==> src/adapter_pkg.sv <==
/* shared definitions of the cache to AXI adapter: request opcodes, default
   widths, data types and the AXI burst and response encodings */
`default_nettype none

package adapter_pkg;

  // --------------------
  // default widths
  // --------------------
  localparam int unsigned AXI_DATA_WIDTH = 64;
  localparam int unsigned LINE_WIDTH     = 256;
  localparam int unsigned ADDR_WIDTH     = 32;
  localparam int unsigned ID_WIDTH       = 4;

  // derived from the defaults
  localparam int unsigned BEATS            = LINE_WIDTH / AXI_DATA_WIDTH;
  localparam int unsigned BEAT_IDX_WIDTH   = $clog2(BEATS);
  localparam int unsigned LINE_OFFSET_BITS = $clog2(LINE_WIDTH / 8);

  // --------------------
  // request kinds
  // --------------------
  // encoded as {we, line} so the request bits map straight onto it
  typedef enum logic [1:0] {
    OP_SINGLE_READ  = 2'b00,
    OP_LINE_READ    = 2'b01,
    OP_SINGLE_WRITE = 2'b10,
    OP_LINE_WRITE   = 2'b11
  } op_e;

  // --------------------
  // data types
  // --------------------
  typedef logic [AXI_DATA_WIDTH-1:0]                   beat_t;
  typedef logic [AXI_DATA_WIDTH/8-1:0]                 strb_t;
  typedef logic [BEATS-1:0][AXI_DATA_WIDTH-1:0]        line_t;
  typedef logic [BEATS-1:0][AXI_DATA_WIDTH/8-1:0]      line_strb_t;
  typedef logic [ID_WIDTH-1:0]                         id_t;
  typedef logic [ADDR_WIDTH-1:0]                       addr_t;

  // AXI encodings
  localparam logic [1:0] BURST_INCR = 2'b01;
  localparam logic [1:0] RESP_OKAY  = 2'b00;

endpackage

`default_nettype wire

==> src/adapter_if.sv <==
/* cmd_if carries one command from decode to execute,
   xfer_if reports an issued transaction from execute to result */
`default_nettype none

interface cmd_if import adapter_pkg::*; #(
  parameter int unsigned LINE_WIDTH = adapter_pkg::LINE_WIDTH,
  parameter int unsigned ADDR_WIDTH = adapter_pkg::ADDR_WIDTH,
  parameter int unsigned ID_WIDTH   = adapter_pkg::ID_WIDTH
) ();

  logic                    cmd_valid;
  logic                    cmd_pop;
  op_e                     op;
  logic [ADDR_WIDTH-1:0]   addr;
  logic [LINE_WIDTH-1:0]   line_data;
  logic [LINE_WIDTH/8-1:0] line_strb;
  logic [1:0]              size;
  logic [ID_WIDTH-1:0]     id;

  modport producer (
    output cmd_valid, op, addr, line_data, line_strb, size, id,
    input  cmd_pop
  );

  modport consumer (
    input  cmd_valid, op, addr, line_data, line_strb, size, id,
    output cmd_pop
  );

endinterface

interface xfer_if import adapter_pkg::*; #(
  parameter int unsigned ID_WIDTH = adapter_pkg::ID_WIDTH
) ();

  logic                start;
  op_e                 op;
  logic [ID_WIDTH-1:0] id;
  logic                done;

  modport issuer (output start, op, id, input done);
  modport collector (input start, op, id, output done);

endinterface

`default_nettype wire

==> src/axi_adapter_top.sv <==
/* cache request port to AXI4 master adapter: decode, execute and result
   stages joined by the command and transfer interfaces */
`default_nettype none

module axi_adapter_top import adapter_pkg::*; #(
  parameter int unsigned AXI_DATA_WIDTH = adapter_pkg::AXI_DATA_WIDTH,
  parameter int unsigned LINE_WIDTH     = adapter_pkg::LINE_WIDTH,
  parameter int unsigned ADDR_WIDTH     = adapter_pkg::ADDR_WIDTH,
  parameter int unsigned ID_WIDTH       = adapter_pkg::ID_WIDTH
) (
  input  logic                        clk_i,
  input  logic                        rst_ni,
  // cache request side
  input  logic                        req_i,
  input  logic                        we_i,
  input  logic                        line_i,
  input  logic [ADDR_WIDTH-1:0]       addr_i,
  input  logic [LINE_WIDTH-1:0]       wdata_i,
  input  logic [LINE_WIDTH/8-1:0]     be_i,
  input  logic [1:0]                  size_i,
  input  logic [ID_WIDTH-1:0]         id_i,
  output logic                        gnt_o,
  output logic                        valid_o,
  output logic [LINE_WIDTH-1:0]       rdata_o,
  output logic [ID_WIDTH-1:0]         id_o,
  output logic                        busy_o,
  // AR channel
  output logic                        ar_valid_o,
  input  logic                        ar_ready_i,
  output logic [ADDR_WIDTH-1:0]       ar_addr_o,
  output logic [7:0]                  ar_len_o,
  output logic [2:0]                  ar_size_o,
  output logic [1:0]                  ar_burst_o,
  output logic [ID_WIDTH-1:0]         ar_id_o,
  // AW channel
  output logic                        aw_valid_o,
  input  logic                        aw_ready_i,
  output logic [ADDR_WIDTH-1:0]       aw_addr_o,
  output logic [7:0]                  aw_len_o,
  output logic [2:0]                  aw_size_o,
  output logic [1:0]                  aw_burst_o,
  output logic [ID_WIDTH-1:0]         aw_id_o,
  // W channel
  output logic                        w_valid_o,
  input  logic                        w_ready_i,
  output logic [AXI_DATA_WIDTH-1:0]   w_data_o,
  output logic [AXI_DATA_WIDTH/8-1:0] w_strb_o,
  output logic                        w_last_o,
  // R and B channels
  input  logic                        r_valid_i,
  input  logic [AXI_DATA_WIDTH-1:0]   r_data_i,
  input  logic [ID_WIDTH-1:0]         r_id_i,
  input  logic                        r_last_i,
  output logic                        r_ready_o,
  input  logic                        b_valid_i,
  input  logic [ID_WIDTH-1:0]         b_id_i,
  input  logic [1:0]                  b_resp_i,
  output logic                        b_ready_o
);

  logic slot_full;
  logic exec_busy;

  cmd_if #(
    .LINE_WIDTH(LINE_WIDTH),
    .ADDR_WIDTH(ADDR_WIDTH),
    .ID_WIDTH  (ID_WIDTH)
  ) cmd_bus ();

  xfer_if #(.ID_WIDTH(ID_WIDTH)) xfer_bus ();

  // busy while a command waits or a transfer is open
  assign busy_o = slot_full || exec_busy;

  req_decode #(
    .LINE_WIDTH(LINE_WIDTH),
    .ADDR_WIDTH(ADDR_WIDTH),
    .ID_WIDTH  (ID_WIDTH)
  ) u_decode (
    .clk_i, .rst_ni, .req_i, .we_i, .line_i, .addr_i, .wdata_i, .be_i, .size_i, .id_i,
    .gnt_o,
    .cmd        (cmd_bus.producer),
    .slot_full_o(slot_full)
  );

  xfer_execute #(
    .AXI_DATA_WIDTH(AXI_DATA_WIDTH),
    .LINE_WIDTH    (LINE_WIDTH),
    .ADDR_WIDTH    (ADDR_WIDTH),
    .ID_WIDTH      (ID_WIDTH)
  ) u_execute (
    .clk_i, .rst_ni,
    .cmd   (cmd_bus.consumer),
    .xfer  (xfer_bus.issuer),
    .ar_valid_o, .ar_ready_i, .ar_addr_o, .ar_len_o, .ar_size_o, .ar_burst_o, .ar_id_o,
    .aw_valid_o, .aw_ready_i, .aw_addr_o, .aw_len_o, .aw_size_o, .aw_burst_o, .aw_id_o,
    .w_valid_o, .w_ready_i, .w_data_o, .w_strb_o, .w_last_o,
    .busy_o(exec_busy)
  );

  resp_collect #(
    .AXI_DATA_WIDTH(AXI_DATA_WIDTH),
    .LINE_WIDTH    (LINE_WIDTH),
    .ID_WIDTH      (ID_WIDTH)
  ) u_result (
    .clk_i, .rst_ni,
    .xfer(xfer_bus.collector),
    .r_valid_i, .r_data_i, .r_id_i, .r_last_i, .r_ready_o,
    .b_valid_i, .b_id_i, .b_resp_i, .b_ready_o,
    .valid_o, .rdata_o, .id_o
  );

endmodule

`default_nettype wire

==> src/req_decode.sv <==
/* decode stage: classifies a cache request and holds it in the one-entry
   command slot until execute pops it */
`default_nettype none

module req_decode import adapter_pkg::*; #(
  parameter int unsigned LINE_WIDTH = adapter_pkg::LINE_WIDTH,
  parameter int unsigned ADDR_WIDTH = adapter_pkg::ADDR_WIDTH,
  parameter int unsigned ID_WIDTH   = adapter_pkg::ID_WIDTH
) (
  input  logic                    clk_i,
  input  logic                    rst_ni,
  input  logic                    req_i,
  input  logic                    we_i,
  input  logic                    line_i,
  input  logic [ADDR_WIDTH-1:0]   addr_i,
  input  logic [LINE_WIDTH-1:0]   wdata_i,
  input  logic [LINE_WIDTH/8-1:0] be_i,
  input  logic [1:0]              size_i,
  input  logic [ID_WIDTH-1:0]     id_i,
  output logic                    gnt_o,
  cmd_if.producer                 cmd,
  output logic                    slot_full_o
);

  // byte offset bits inside one line
  localparam int unsigned OFFSET_BITS = $clog2(LINE_WIDTH / 8);

  logic                    full_q;
  op_e                     op_q;
  op_e                     req_op;
  logic [ADDR_WIDTH-1:0]   addr_q;
  logic [ADDR_WIDTH-1:0]   req_addr;
  logic [LINE_WIDTH-1:0]   data_q;
  logic [LINE_WIDTH/8-1:0] strb_q;
  logic [1:0]              size_q;
  logic [ID_WIDTH-1:0]     id_q;

  assign req_op = op_e'({we_i, line_i});

  // line bursts start at the line boundary
  always_comb begin
    req_addr = addr_i;
    if (line_i) begin
      req_addr[OFFSET_BITS-1:0] = '0;
    end
  end

  // slot free now, or freed by a pop in this cycle
  assign gnt_o = req_i && (!full_q || cmd.cmd_pop);

  always_ff @(posedge clk_i or negedge rst_ni) begin
    if (!rst_ni) begin
      full_q <= 1'b0;
    end else if (gnt_o) begin
      full_q <= 1'b1;
    end else if (cmd.cmd_pop) begin
      full_q <= 1'b0;
    end
  end

  always_ff @(posedge clk_i) begin
    if (gnt_o) begin
      op_q   <= req_op;
      addr_q <= req_addr;
      data_q <= wdata_i;
      strb_q <= be_i;
      size_q <= size_i;
      id_q   <= id_i;
    end
  end

  assign cmd.cmd_valid = full_q;
  assign cmd.op        = op_q;
  assign cmd.addr      = addr_q;
  assign cmd.line_data = data_q;
  assign cmd.line_strb = strb_q;
  assign cmd.size      = size_q;
  assign cmd.id        = id_q;
  assign slot_full_o   = full_q;

endmodule

`default_nettype wire

==> src/resp_collect.sv <==
/* result stage: accepts R beats and B responses, assembles the line and
   reports completion to the cache and to execute */
`default_nettype none

module resp_collect import adapter_pkg::*; #(
  parameter int unsigned AXI_DATA_WIDTH = adapter_pkg::AXI_DATA_WIDTH,
  parameter int unsigned LINE_WIDTH     = adapter_pkg::LINE_WIDTH,
  parameter int unsigned ID_WIDTH       = adapter_pkg::ID_WIDTH
) (
  input  logic                      clk_i,
  input  logic                      rst_ni,
  xfer_if.collector                 xfer,
  input  logic                      r_valid_i,
  input  logic [AXI_DATA_WIDTH-1:0] r_data_i,
  input  logic [ID_WIDTH-1:0]       r_id_i,
  input  logic                      r_last_i,
  output logic                      r_ready_o,
  input  logic                      b_valid_i,
  input  logic [ID_WIDTH-1:0]       b_id_i,
  input  logic [1:0]                b_resp_i,
  output logic                      b_ready_o,
  output logic                      valid_o,
  output logic [LINE_WIDTH-1:0]     rdata_o,
  output logic [ID_WIDTH-1:0]       id_o
);

  localparam int unsigned NBEATS = LINE_WIDTH / AXI_DATA_WIDTH;
  localparam int unsigned IDX_W  = $clog2(NBEATS);

  logic                  rd_act_q;
  logic                  wr_act_q;
  logic                  is_line_q;
  logic                  valid_q;
  logic [IDX_W-1:0]      cnt_q;
  logic [IDX_W-1:0]      slot;
  logic [ID_WIDTH-1:0]   exp_id_q;
  logic [ID_WIDTH-1:0]   id_q;
  logic [LINE_WIDTH-1:0] line_q;
  logic                  r_hs;
  logic                  b_hs;

  // only responses that carry the issued id are taken off the bus
  assign r_ready_o = rd_act_q && (r_id_i == exp_id_q);
  assign b_ready_o = wr_act_q && (b_id_i == exp_id_q);
  assign r_hs      = r_valid_i && r_ready_o;
  assign b_hs      = b_valid_i && b_ready_o;

  // a single read always lands in slice 0
  assign slot = is_line_q ? cnt_q : '0;

  always_ff @(posedge clk_i or negedge rst_ni) begin
    if (!rst_ni) begin
      rd_act_q  <= 1'b0;
      wr_act_q  <= 1'b0;
      is_line_q <= 1'b0;
      valid_q   <= 1'b0;
      cnt_q     <= '0;
    end else begin
      valid_q <= 1'b0;
      if (xfer.start) begin
        rd_act_q  <= (xfer.op == OP_SINGLE_READ) || (xfer.op == OP_LINE_READ);
        wr_act_q  <= (xfer.op == OP_SINGLE_WRITE) || (xfer.op == OP_LINE_WRITE);
        is_line_q <= (xfer.op == OP_LINE_READ) || (xfer.op == OP_LINE_WRITE);
        cnt_q     <= '0;
      end else begin
        if (r_hs) begin
          cnt_q <= cnt_q + 1'b1;
          if (r_last_i) begin
            rd_act_q <= 1'b0;
            valid_q  <= 1'b1;
          end
        end
        if (b_hs) begin
          wr_act_q <= 1'b0;
          valid_q  <= 1'b1;
        end
      end
    end
  end

  always_ff @(posedge clk_i) begin
    if (xfer.start) begin
      line_q   <= '0;
      exp_id_q <= xfer.id;
    end else if (r_hs) begin
      line_q[slot*AXI_DATA_WIDTH +: AXI_DATA_WIDTH] <= r_data_i;
      if (r_last_i) begin
        id_q <= r_id_i;
      end
    end else if (b_hs) begin
      // bit 0 flags an error response, otherwise the line is zero
      line_q <= LINE_WIDTH'(b_resp_i != RESP_OKAY);
      id_q   <= b_id_i;
    end
  end

  assign valid_o   = valid_q;
  assign xfer.done = valid_q;
  assign rdata_o   = line_q;
  assign id_o      = id_q;

endmodule

`default_nettype wire

==> src/xfer_execute.sv <==
/* execute stage: FSM that takes one command and drives it onto the
   AXI AR channel or the AW and W channels */
`default_nettype none

module xfer_execute import adapter_pkg::*; #(
  parameter int unsigned AXI_DATA_WIDTH = adapter_pkg::AXI_DATA_WIDTH,
  parameter int unsigned LINE_WIDTH     = adapter_pkg::LINE_WIDTH,
  parameter int unsigned ADDR_WIDTH     = adapter_pkg::ADDR_WIDTH,
  parameter int unsigned ID_WIDTH       = adapter_pkg::ID_WIDTH
) (
  input  logic                        clk_i,
  input  logic                        rst_ni,
  cmd_if.consumer                     cmd,
  xfer_if.issuer                      xfer,
  // AR channel
  output logic                        ar_valid_o,
  input  logic                        ar_ready_i,
  output logic [ADDR_WIDTH-1:0]       ar_addr_o,
  output logic [7:0]                  ar_len_o,
  output logic [2:0]                  ar_size_o,
  output logic [1:0]                  ar_burst_o,
  output logic [ID_WIDTH-1:0]         ar_id_o,
  // AW channel
  output logic                        aw_valid_o,
  input  logic                        aw_ready_i,
  output logic [ADDR_WIDTH-1:0]       aw_addr_o,
  output logic [7:0]                  aw_len_o,
  output logic [2:0]                  aw_size_o,
  output logic [1:0]                  aw_burst_o,
  output logic [ID_WIDTH-1:0]         aw_id_o,
  // W channel
  output logic                        w_valid_o,
  input  logic                        w_ready_i,
  output logic [AXI_DATA_WIDTH-1:0]   w_data_o,
  output logic [AXI_DATA_WIDTH/8-1:0] w_strb_o,
  output logic                        w_last_o,
  output logic                        busy_o
);

  localparam int unsigned NBEATS    = LINE_WIDTH / AXI_DATA_WIDTH;
  localparam int unsigned IDX_W     = $clog2(NBEATS);
  localparam int unsigned STRB_W    = AXI_DATA_WIDTH / 8;
  localparam logic [2:0]  BEAT_SIZE = 3'($clog2(STRB_W));
  localparam logic [7:0]  LINE_LEN  = 8'(NBEATS - 1);

  typedef enum logic [1:0] {IDLE, ISSUE_AR, ISSUE_WRITE, WAIT_DONE} state_e;

  state_e                  state_q, state_d;
  op_e                     op_q;
  logic [ADDR_WIDTH-1:0]   addr_q;
  logic [LINE_WIDTH-1:0]   line_q;
  logic [LINE_WIDTH/8-1:0] strb_q;
  logic [1:0]              size_q;
  logic [ID_WIDTH-1:0]     id_q;
  logic                    aw_done_q, aw_done_d;
  logic                    w_done_q, w_done_d;
  logic [IDX_W-1:0]        beat_q, beat_d;
  logic                    is_line;
  logic                    last_beat;
  logic [7:0]              len;
  logic [2:0]              size;

  assign cmd.cmd_pop = (state_q == IDLE) && cmd.cmd_valid;
  assign busy_o      = (state_q != IDLE);

  assign is_line   = (op_q == OP_LINE_READ) || (op_q == OP_LINE_WRITE);
  assign last_beat = !is_line || (beat_q == IDX_W'(NBEATS - 1));
  assign len       = is_line ? LINE_LEN : 8'd0;
  assign size      = is_line ? BEAT_SIZE : {1'b0, size_q};

  // --------------------
  // AXI request channels
  // --------------------
  assign ar_valid_o = (state_q == ISSUE_AR);
  assign ar_addr_o  = addr_q;
  assign ar_len_o   = len;
  assign ar_size_o  = size;
  assign ar_burst_o = BURST_INCR;
  assign ar_id_o    = id_q;

  assign aw_valid_o = (state_q == ISSUE_WRITE) && !aw_done_q;
  assign aw_addr_o  = addr_q;
  assign aw_len_o   = len;
  assign aw_size_o  = size;
  assign aw_burst_o = BURST_INCR;
  assign aw_id_o    = id_q;

  // beat k is the k-th slice of the line
  assign w_valid_o = (state_q == ISSUE_WRITE) && !w_done_q;
  assign w_data_o  = line_q[beat_q*AXI_DATA_WIDTH +: AXI_DATA_WIDTH];
  assign w_strb_o  = strb_q[beat_q*STRB_W +: STRB_W];
  assign w_last_o  = last_beat;

  assign xfer.op = op_q;
  assign xfer.id = id_q;

  // --------------------
  // FSM
  // --------------------
  always_comb begin
    state_d    = state_q;
    aw_done_d  = aw_done_q;
    w_done_d   = w_done_q;
    beat_d     = beat_q;
    xfer.start = 1'b0;
    unique case (state_q)
      IDLE: begin
        aw_done_d = 1'b0;
        w_done_d  = 1'b0;
        beat_d    = '0;
        if (cmd.cmd_valid) begin
          if (cmd.op == OP_SINGLE_READ || cmd.op == OP_LINE_READ) begin
            state_d = ISSUE_AR;
          end else begin
            state_d = ISSUE_WRITE;
          end
        end
      end
      ISSUE_AR: begin
        if (ar_ready_i) begin
          xfer.start = 1'b1;
          state_d    = WAIT_DONE;
        end
      end
      ISSUE_WRITE: begin
        // AW and W complete independently
        if (aw_valid_o && aw_ready_i) begin
          aw_done_d = 1'b1;
        end
        if (w_valid_o && w_ready_i) begin
          if (last_beat) begin
            w_done_d = 1'b1;
          end else begin
            beat_d = beat_q + 1'b1;
          end
        end
        if (aw_done_d && w_done_d) begin
          xfer.start = 1'b1;
          state_d    = WAIT_DONE;
        end
      end
      WAIT_DONE: begin
        if (xfer.done) begin
          state_d = IDLE;
        end
      end
      default: state_d = IDLE;
    endcase
  end

  always_ff @(posedge clk_i or negedge rst_ni) begin
    if (!rst_ni) begin
      state_q   <= IDLE;
      op_q      <= OP_SINGLE_READ;
      aw_done_q <= 1'b0;
      w_done_q  <= 1'b0;
      beat_q    <= '0;
    end else begin
      state_q   <= state_d;
      aw_done_q <= aw_done_d;
      w_done_q  <= w_done_d;
      beat_q    <= beat_d;
      if (cmd.cmd_pop) begin
        op_q <= cmd.op;
      end
    end
  end

  always_ff @(posedge clk_i) begin
    if (cmd.cmd_pop) begin
      addr_q <= cmd.addr;
      line_q <= cmd.line_data;
      strb_q <= cmd.line_strb;
      size_q <= cmd.size;
      id_q   <= cmd.id;
    end
  end

endmodule

`default_nettype wire
==> config.mk <==
export PLATFORM = sky130hd
export DESIGN_NAME = axi_adapter_top
export DESIGN_NICKNAME = d
export VERILOG_FILES = /design/src/adapter_pkg.sv /design/src/adapter_if.sv /design/src/axi_adapter_top.sv /design/src/req_decode.sv /design/src/resp_collect.sv /design/src/xfer_execute.sv
export SDC_FILE = /design/constraint.sdc
export NUM_CORES = 1
export LEC_CHECK = 0
export ABC_CLOCK_PERIOD_IN_PS = 35900
export BUFFER_PORTS_ARGS = -buffer_cell sky130_fd_sc_hd__clkbuf_2
export CAP_MARGIN = 20
export CORE_AREA = 2 2 327 329
export CTS_CLUSTER_DIAMETER = 40
export DETAILED_ROUTE_END_ITERATION = 10
export DIE_AREA = 0 0 329 331
export GPL_ROUTABILITY_DRIVEN = 0
export PLACE_DENSITY_LB_ADDON = 0.15
export SYNTH_ARGS = -nofsm -noshare
export SYNTH_HDL_FRONTEND = slang
export SYNTH_HIERARCHICAL = 1
export SYNTH_SLANG_ARGS = --single-unit
export TNS_END_PERCENT = 1
==> constraint.sdc <==
create_clock -name clk_i -period 35.9 [get_ports clk_i]
set_input_delay 7.18 -clock clk_i [delete_from_list [all_inputs] [get_ports clk_i]]
set_output_delay 7.18 -clock clk_i [all_outputs]
set_load 0.005 [all_outputs]
==> results.md, run 1 <==
- Outcome: finished clean
- GRT Resource Usage Total: 15.7%
- Sequential-to-total area share from yosys stat: 81.5%
- Initial antenna violation count: 40
- Synth Warn #: 6
- Combinational Power Share: 1.2%
- Final Skew: 28.0 ps
- Shortest period the worst path allows: 15810 ps
- CTS Buf Count: 138
- Worst Tran Pin Value: 1010 ps
- WL per Instance: 22.7 um
- Max Slew Vio Count: 0
- Fillers: 9748
- Worst-case reg-to-reg path depth: 10
- Clk_lat worst skew: 730 ps
- Setup TNS: 0 ps
- Via Count: 17300
- Hold path depth: 0
- H-tree depth: 4
- Placed instance count: 3638
- Core Area: 105000 sq um
- # resized after CTS: 0
- Final number of hold-violating endpoints: 0
- RSZ-0062 raised after global routing: no
- Root Driver: clkbuf_16
- Reg2reg setup slack: 31640 ps
- Final layout net count: 2808
- # port buffers: 831
- CP Launch Type: input pin
- Slew HR: 31.9%
- Die W: 329 um
- Max Clk Rate: 63.2 MHz
- Sink Count: 933
- Worst path arrival time: 8630 ps
- Util after Layout: 39.3%
- DR pass1 iterations: 4
- Final worst-path cycle share: 44.0%
- Clock tree buffer depth: 3
- First-pass GRT wire length: 124000 um
- Hpwl dp: 62000 um
- Grt total ovfl: 0
- Syn Std Cell Area: 31100 sq um
- VDD IR max: 35.3 uV
- Async set or reset register ratio after synthesis: 1.61%
- Die area: 109000 sq um
- CTS tree: built
- Synthesis-stage register bit count: 933
- FF+latch area: 25400 sq um
- Initial Utilization: 29.7%
- CTS Hold Bufs: 0
- PD cells: 62.0 nW/um^2
- Cell taking the most area after synthesis: edfxtp_1
- DRC Markers: 0
- Layout cells sized above 1: 47.1%
- Top-area cell type share of the netlist area: 63.8%
- Number of synthesized flops with an enable pin: 662
- Flop pwr share: 44.8%
- Largest cells by area after synthesis: edfxtp_1 64%, dfxtp_1 16%, a22o_1 7.2%
- Syn avg cell area: 20.5 sq um
- Crit Path Class: in2out
- Post-synthesis cell type count: 53
- I/O pin cnt: 850
- Routed Antenna Nets: 0
- Die Height: 331 um
- CP Capture Type: output pin
- Ys flop type: edfxtp_1
- Pin count of the biggest net entering global routing: 138
- Synth-to-Final Area Change: 32.3%
- Internal: 0.00204 W
- Worst hold-check path type: reg2reg
- Sw frac: 20.1%
- Multi-input gate area: 4840 sq um
- Vias per cell: 4.45
- Leak: 15.9 nW
- CP required: 28720 ps
- Final Setup Violations: 0
- Clock power share: 54.0%
- Max Cap Viol: 0
- Vias in the first global route: 18300
- NetSw: 0.000514 W
- Iter 0 DRT Violations: 926
- Syn Inst Count: 1518
- WL final: 88500 um
- Setup bufs post-CTS: 0
- Clk slew on worst S/H paths: 50 ps
- Layout Cells excl Fill: 3898
- Hold_ws: 400 ps
- CP Max Fanout: 2
- FP Rows: 119
==> stage by stage <==
stage | worst slack (ps) | area [sq um] | power [W]
floorplan | 18280 | 31200 | 0.00117
global placement | 20120 | 36300 | 0.00120
detailed placement | 20150 | 36300 | 0.00120
CTS | 20150 | 41100 | 0.00260
global route | 20120 | 41200 | 0.00264
finish | 20090 | 41200 | 0.00256
==> cell families (layout without fill, tap and decap cells) <==
family | Yosys count | after routing | share of synthesized area [%]
muxes | 82 | 82 | 5.56
xor gates and xnor gates | 9 | 9 | 0.338
other | 2 | 29 | 0.0241
AOI/OAI and AO/OA | 274 | 274 | 7.79
DFF | 933 | 933 | 81.5
adders and majority gates | 9 | 9 | 0.362
and+or+nand+nor | 58 | 58 | 1.23
buffers and inverters | 151 | 1113 | 3.21
==> final cells by class <==
type	count	share of cell area, %
diodes	11	0.0668
clock buffers	161	8.92
clock inverters	87	2.73
inverters	13	0.137
multi-input cells	450	11.7
flip-flops and latches	933	61.6
well taps	1391	4.22
repair buffers	852	10.6
==> synth_stat cells, drive strengths merged, types with 2 or more instances <==
| library cell | count |
|---|---|
| nand2b | 7 |
| conb | 2 |
| mux2 | 7 |
| mux2i | 3 |
| edfxtp | 662 |
| inv | 13 |
| nor2 | 6 |
| nand3 | 5 |
| nor2b | 7 |
| a21oi | 3 |
| or2 | 4 |
| nor4 | 4 |
| nor3 | 4 |
| xnor2 | 5 |
| clkbuf | 14 |
| o21ai | 4 |
| buf | 124 |
| dfrtp | 15 |
| a211oi | 3 |
| or3 | 2 |
| and2 | 2 |
| ha | 9 |
| dfxtp | 256 |
| mux4 | 72 |
| nand2 | 10 |
| xor2 | 4 |
| a22o | 256 |
| a221oi | 2 |
| nand4b | 2 |
==> path summary, 6_finish.rpt <==
path / from / endpoint
setup / recovery: b_id_i[2] / b_ready_o
hold / removal: u_decode/cmd.line_data[82] / u_execute/line_q[82]
setup reg to reg: u_execute/beat_q[1] / u_result/rdata_o[55]
hold reg to reg: u_decode/cmd.line_data[82] / u_execute/line_q[82]
max in group asynchronous: rst_ni / u_execute/beat_q[1]
min in group asynchronous: rst_ni / u_decode/cmd.cmd_valid
==> state kept, by name, summed over array words and instances, names as in the netlist, 4 cells and up <==
signal	flops
u_result/exp_id_q	4
u_execute/line_q	256
u_decode/cmd.id	4
u_execute/strb_q	32
u_decode/cmd.line_data	256
u_result/id_o	4
u_execute/ar_id_o	4
u_result/rdata_o	256
u_decode/cmd.line_strb	32
u_decode/cmd.addr	32
u_execute/ar_addr_o	32
==> metal layers <==
layer  vias to the layer above  wire, um  global-route usage [%]
li1                       7809         -                       -
met1                      8507     31500                    16.8
met2                       777     44700                    26.8
met3                       190      9450                    7.52
met4                        52      2590                    6.45
met5                         -       341                       0
==> power by group through the flow <==
stage / registers, W / logic, W / clock network (W)
after global routing: 0.00114 / 0.0000333 / 0.00146
after detailed placement: 0.00117 / 0.0000304 / 0
after global placement: 0.00117 / 0.0000297 / 0
after floorplan: 0.00117 / 0.00000310 / 0
final: 0.00115 / 0.0000299 / 0.00138
after CTS: 0.00115 / 0.0000305 / 0.00142
==> worst max-delay path, stage by stage <==
cell      delay (ps)
clkbuf_2         100
xor2_1           140
nor4_1           870
and2_1           230
clkbuf_2         110
==> cells in the final DEF, fill, tap and decap left out, types with 4 or more instances in the layout <==
cell type and n:
nor2_1 6, clkinv_8 4, conb_1 18, nor3_1 4, nand2b_1 6, dfxtp_1 256
clkinv_2 20, bufinv_16 19, dfrtp_1 13, nand3_1 4, diode_2 11, mux4_2 72
inv_1 12, clkbuf_2 831, edfxtp_1 662, clkbuf_16 143, nor2b_1 7, clkbuf_1 15
o21ai_0 4, inv_8 5, xor2_1 4, mux2_2 7, clkinvlp_4 7, a22o_1 256
clkinv_4 6, inv_6 14, nand2_1 10, ha_1 9, buf_4 19, clkinv_1 10
No activity file was read; power rests on OpenSTA's default activity.
==> run 2: changes to the inputs <==
--- a/config.mk
+++ b/config.mk
@@ -5,13 +5,14 @@
 export SDC_FILE = /design/constraint.sdc
 export NUM_CORES = 1
 export LEC_CHECK = 0
-export ABC_CLOCK_PERIOD_IN_PS = 35900
+export ABC_AREA = 1
+export ABC_CLOCK_PERIOD_IN_PS = 16200
 export BUFFER_PORTS_ARGS = -buffer_cell sky130_fd_sc_hd__clkbuf_2
 export CAP_MARGIN = 20
-export CORE_AREA = 2 2 327 329
+export CORE_AREA = 2 2 326 328
 export CTS_CLUSTER_DIAMETER = 40
 export DETAILED_ROUTE_END_ITERATION = 10
-export DIE_AREA = 0 0 329 331
+export DIE_AREA = 0 0 328 330
 export GPL_ROUTABILITY_DRIVEN = 0
 export PLACE_DENSITY_LB_ADDON = 0.15
 export SYNTH_ARGS = -nofsm -noshare
==> constraint.sdc (replaced) <==
create_clock -name clk_i -period 16.2 [get_ports clk_i]
set_input_delay 3.24 -clock clk_i [delete_from_list [all_inputs] [get_ports clk_i]]
set_output_delay 3.24 -clock clk_i [all_outputs]
set_load 0.005 [all_outputs]
==> run 2 against run 1 <==
- worst setup slack worse by 11000 ps
- first-iteration DRC count up 67%
- final area up 7.7%
- count of clock-buffer cells in the layout up 5
- critical endpoint unchanged
- flip-flop and latch count unchanged
- via count up 39%
- total power rose to 3.2 times the previous value
- global-route usage up 4.3 points
==> results.md, run 2 <==
- Root Driver: clkbuf_16
- FF+latch area: 25400 sq um
- Worst hold-check path type: reg2reg
- CP required: 12960 ps
- Via Count: 24100
- Most frequent cells in the layout: 831 x clkbuf_2, 662 x edfxtp_1, 299 x nand2_1, 278 x nand3_1, 258 x nor2_1
- Slew HR: 24.7%
- CTS tree: built
- Fillers: 10000
- Post-synthesis cell type count: 42
- Pin count of the biggest net entering global routing: 176
- Worst-case reg-to-reg path depth: 10
- Hpwl dp: 73700 um
- Initial Utilization: 33.3%
- CP Capture Type: output pin
- Die Height: 330 um
- Max Clk Rate: 136 MHz
- CTS Hold Bufs: 0
- Shortest period the worst path allows: 7330 ps
- Sequential-to-total area share from yosys stat: 72.8%
- Cell taking the most area after synthesis: edfxtp_1
- Syn Std Cell Area: 34900 sq um
- Die W: 328 um
- Vias per cell: 4.78
- RSZ-0062 raised after global routing: no
- Final Setup Violations: 0
- # port buffers: 831
- Setup TNS: 0 ps
- Syn avg cell area: 12.5 sq um
- Combinational Power Share: 18.8%
- Worst R2R Start: u_execute/state_q[0]
- Async set or reset register ratio after synthesis: 1.61%
- Clock tree buffer depth: 3
- Util after Layout: 42.4%
- Grt total ovfl: 0
- WL per Instance: 22.0 um
- Core Area: 105000 sq um
- Sink Count: 933
- Flop pwr share: 43.8%
- Synthesis-stage register bit count: 933
- Final number of hold-violating endpoints: 0
- DRC Markers: 0
- Multi-input gate area: 7650 sq um
- Most common cell after layout, fill and taps aside: clkbuf_2
- Final worst-path cycle share: 45.3%
- Iter 0 DRT Violations: 1545
- Reg2reg setup slack: 11170 ps
- Setup bufs post-CTS: 0
- Final layout net count: 3954
- Internal: 0.00578 W
- CP Max Fanout: 3
- Top-area cell type share of the netlist area: 57.0%
- VDD IR max: 146 uV
- Synth top cells by count: 662 x edfxtp_1, 300 x nand2_1, 278 x nand3_1
- Leak: 17.0 nW
- DR pass1 iterations: 5
- Sw frac: 29.8%
- Number of synthesized flops with an enable pin: 662
- I/O pin cnt: 850
- Routed Antenna Nets: 0
- Ys flop type: edfxtp_1
- FP Rows: 119
- Outcome: finished clean
- CP Launch Type: input pin
- Most frequent cell after synthesis: edfxtp_1
- Vias in the first global route: 24000
- Worst path arrival time: 4090 ps
- NetSw: 0.00245 W
- Largest cells by area after synthesis: edfxtp_1 57%, dfxtp_1 15%, nand3_1 4.0%
- Clk_lat worst skew: 750 ps
- Synth Warn #: 6
- Critical R2R Capture: u_decode/cmd.line_data[43]
- First-pass GRT wire length: 160000 um
- GRT Resource Usage Total: 20.0%
- Max Cap Viol: 0
- Initial antenna violation count: 19
- H-tree depth: 4
- Layout cells sized above 1: 33.3%
- Hold path depth: 0
- Die area: 108000 sq um
- PD cells: 185 nW/um^2
- Clock power share: 37.4%
- Crit Path Class: in2out
- CTS Buf Count: 142
- Synth-to-Final Area Change: 27.3%
- Crit path launch: b_id_i[0]
- Final Skew: 65.5 ps
- Worst Setup EP: b_ready_o
- # resized after CTS: 0
- Max Slew Vio Count: 0
- WL final: 111000 um
- Syn Inst Count: 2780
- Clk slew on worst S/H paths: 60 ps
- Worst Tran Pin Value: 1130 ps
## run 2: cell count changes after synthesis, sizes merged, moves of 42 or more
cell | previous run | this run
a21oi | 3 | 259
a22o | 256 | 0
buf | 124 | 166
clkbuf | 14 | 101
inv | 13 | 64
mux4 | 72 | 0
nand2 | 10 | 311
nand3 | 5 | 344
nor2 | 6 | 262
nor3 | 4 | 82
o21ai | 4 | 157
o22ai | 0 | 73
## run 2: critical path, stage by stage
cell and delay [ps]:
clkbuf_2 110, inv_1 40, nand2_1 50, nand2_1 50, nor2_1 80, nand3_1 280, inv_1 120, clkbuf_2 110
## run 2: logic make-up after synthesis
family,after synthesis,synth area share [%]
other cells,2,0.0215
flops,933,72.8
fa+ha+maj,9,0.323
xor+xnor,1,0.0251
simple gates,1009,13.6
compound gates,493,7.60
buf+inv,333,5.57
## run 2: worst min path at each step
stage | startpoint | end | slack [ps]
4_1_cts | u_decode/cmd.line_data[41] | u_execute/line_q[41] | 390
3_5_place_dp | u_decode/cmd.addr[31] | u_execute/ar_addr_o[31] | 400
6_report | u_decode/cmd.line_data[41] | u_execute/line_q[41] | 390
3_3_place_gp | u_decode/cmd.addr[5] | u_execute/ar_addr_o[5] | 400
2_1_floorplan | u_decode/cmd.addr[0] | u_execute/ar_addr_o[0] | 400
5_1_grt | u_decode/cmd.line_strb[4] | u_execute/strb_q[4] | 410
## run 2: routing by layer
metal | part of all wire (%) | global-route usage, % | vias to the layer above
met5 | 0.11 | 0 | -
met4 | 2.4 | 6.24 | 20
met3 | 8.8 | 7.30 | 174
met2 | 49 | 33.3 | 836
met1 | 40 | 24.1 | 11700
li1 | - | - | 11400
## run 2: area by class of cell
class	instances	share of cell area, %
Tap cell	1391	3.92
Multi-Input combinational cell	1530	17.2
Sequential cell	933	57.2
Clock buffer	166	8.46
Timing Repair Buffer	861	9.97
Inverter	66	0.595
Clock inverter	94	2.55
Antenna cell	8	0.0451
## run 2: power by group through the flow
stage / Sequential [W] / Combinational [W] / Clock, W
after floorplan: 0.00371 / 0.000879 / 0
after global placement: 0.00364 / 0.00160 / 0
after detailed placement: 0.00366 / 0.00159 / 0
after CTS: 0.00361 / 0.00160 / 0.00315
after global routing: 0.00367 / 0.00172 / 0.00325
final: 0.00360 / 0.00155 / 0.00308
## run 2: metrics by stage
stage / hold WS [ps] / worst slack [ps] / std cells / total power [W] / area (sq um)
6_report: 395 / 8870 / 5049 / 0.00823 / 44400
3_3_place_gp: 400 / 8870 / 4781 / 0.00524 / 39500
4_1_cts: 389 / 8880 / 5041 / 0.00836 / 44400
5_1_grt: 409 / 8820 / 5046 / 0.00864 / 44400
3_5_place_dp: 405 / 8880 / 4781 / 0.00525 / 39500
2_1_floorplan: 400 / 2960 / 2796 / 0.00459 / 34900
==> run 3: changes to the inputs <==
--- a/config.mk
+++ b/config.mk
@@ -5,14 +5,14 @@
 export SDC_FILE = /design/constraint.sdc
 export NUM_CORES = 1
 export LEC_CHECK = 0
-export ABC_AREA = 1
-export ABC_CLOCK_PERIOD_IN_PS = 16200
+export ABC_AREA = 0
+export ABC_CLOCK_PERIOD_IN_PS = 6950
 export BUFFER_PORTS_ARGS = -buffer_cell sky130_fd_sc_hd__clkbuf_2
 export CAP_MARGIN = 20
-export CORE_AREA = 2 2 326 328
+export CORE_AREA = 2 2 327 329
 export CTS_CLUSTER_DIAMETER = 40
 export DETAILED_ROUTE_END_ITERATION = 10
-export DIE_AREA = 0 0 328 330
+export DIE_AREA = 0 0 329 331
 export GPL_ROUTABILITY_DRIVEN = 0
 export PLACE_DENSITY_LB_ADDON = 0.15
 export SYNTH_ARGS = -nofsm -noshare
==> constraint.sdc (replaced) <==
create_clock -name clk_i -period 6.95 [get_ports clk_i]
set_input_delay 1.39 -clock clk_i [delete_from_list [all_inputs] [get_ports clk_i]]
set_output_delay 1.39 -clock clk_i [all_outputs]
set_load 0.005 [all_outputs]
==> run 3 against run 2 <==
- utilization down 3.2 points
- highest routed layer unchanged
- critical endpoint is now w_data_o[9]
- largest cell class unchanged
- first-iteration DRC count down 40%
- via count down 28%
- critical path type is now reg2out
==> results.md, run 3 (synthesis gave the netlist of run 1 again) <==
- Worst Tran Pin Value: 1080 ps
- Setup bufs post-CTS: 0
- Final worst-path cycle share: 64.7%
- Max Slew Vio Count: 0
- Routed Antenna Nets: 0
- Worst hold-check path type: reg2reg
- Final number of hold-violating endpoints: 0
- CTS tree: built
- Most frequent cells in the layout: 831 x clkbuf_2, 662 x edfxtp_1, 256 x a22o_1, 256 x dfxtp_1, 138 x clkbuf_16
- Area after DPL: 36400 sq um
- # resized after CTS: 0
- Top Family by Delay on Critical Path: flip-flops
- Critical path buffers and inverters: 2
- Initial antenna violation count: 39
- Max Clk Rate: 222 MHz
- Iter 0 DRT Violations: 921
- CTS Buf Count: 135
- Crit Path Class: reg2out
- # port buffers: 831
- I/O pin cnt: 850
- Initial Utilization: 29.7%
- Vias in the first global route: 18100
- Final layout net count: 2806
- GRT Resource Usage Total: 15.8%
- Via Count: 17400
- WL final: 88600 um
- Grt total ovfl: 0
- Final Skew: 35.5 ps
- Util after Layout: 39.2%
- CP Capture Type: output pin
- First-pass GRT wire length: 124000 um
- FF+latch area: 25400 sq um
- Max Cap Viol: 0
- Leak: 15.8 nW
- FP Rows: 119
- Clk slew on worst S/H paths: 60 ps
- Slowest CP cell: dfrtp_4
- CP Max Fanout: 40
- Root Driver: clkbuf_16
- Die area: 109000 sq um
- DRC Markers: 0
- Crit-path cells: buf_4 -> mux4_2 -> clkbuf_2
- Final Setup Violations: 0
- Synth-to-Final Area Change: 32.1%
- Sink Count: 933
- Hpwl dp: 63400 um
- Delay of the slowest critical-path stage: 1010 ps
- Shortest period the worst path allows: 4500 ps
- Reg2reg setup slack: 3120 ps
- CP Launch Type: flop
- RSZ-0062 raised after global routing: no
- Fillers: 9756
- CP required: 5560 ps
- Clk_lat worst skew: 720 ps
- Slew HR: 27.7%
- Worst path arrival time: 3110 ps
- VDD IR max: 220 uV
- Clock tree buffer depth: 3
- Multi-input gate area: 4850 sq um
- Layout cells sized above 1: 47.4%
- Core Area: 105000 sq um
- Pin count of the biggest net entering global routing: 169
- WL per Instance: 22.8 um
- PD cells: 318 nW/um^2
- Vias per cell: 4.46
- Die Height: 331 um
- CTS Hold Bufs: 0
- Most common cell after layout, fill and taps aside: clkbuf_2
- Setup TNS: 0 ps
- H-tree depth: 4
- DR pass1 iterations: 4
- Outcome: finished clean
- Post-route cell area: 41100 sq um
- Die W: 329 um
==> run 3: cell count changes in the layout (fill, tap and decap cells not counted), moves of 73 or more <==
cell / change
o21ai_0: -152
nor3_1: -77
nand2_1: -290
a21oi_1: -235
nand3_1: -274
a22o_1: +256
nor2_1: -252
o22ai_1: -73
==> run 3: layer usage <==
layer  routed length, um  global-route usage [%]  up-vias
met3                9660                    7.50      190
met2               45300                    27.6      762
li1                    -                       -     7805
met1               31300                    16.8     8567
met5                 361                       0        -
met4                2030                    5.25       58
==> run 3: final timing paths <==
path,from,to,cells past startpoint
setup reg to reg,u_execute/beat_q[0],u_result/rdata_o[249],10
hold reg to reg,u_decode/cmd.size[1],u_execute/size_q[1],0
min in group asynchronous,rst_ni,u_execute/beat_q[0],1
hold / removal,u_decode/cmd.size[1],u_execute/size_q[1],0
max in group asynchronous,rst_ni,u_execute/beat_q[1],1
setup / recovery,u_execute/beat_q[0],w_data_o[9],3
==> run 3: area by class of cell <==
cell class                 count  share of cell area [%]
sequential                   933                    61.7
multi-input combinational    450                    11.8
timing repair buffer         853                    10.5
clock buffer                 150                    8.53
tap                         1391                    4.23
clock inverter                97                    3.00
inverter                      13                   0.128
antenna                        9                  0.0548
==> run 3: metrics by stage <==
step                instances  setup WS, ps  total power (W)  hold WS (ps)
floorplan                1534         -1250          0.00605           400
global placement         3640          2770          0.00619           400
detailed placement       3640          2680          0.00619           405
global route             3891          2160           0.0135           411
finish                   3896          2450           0.0131           397
CTS                      3887          2200           0.0133           407
==> run 3: power by group <==
group	internal [W]	switching, W
logic	0.0000847	0.0000749
clock network	0.00440	0.00261
registers	0.00592	0
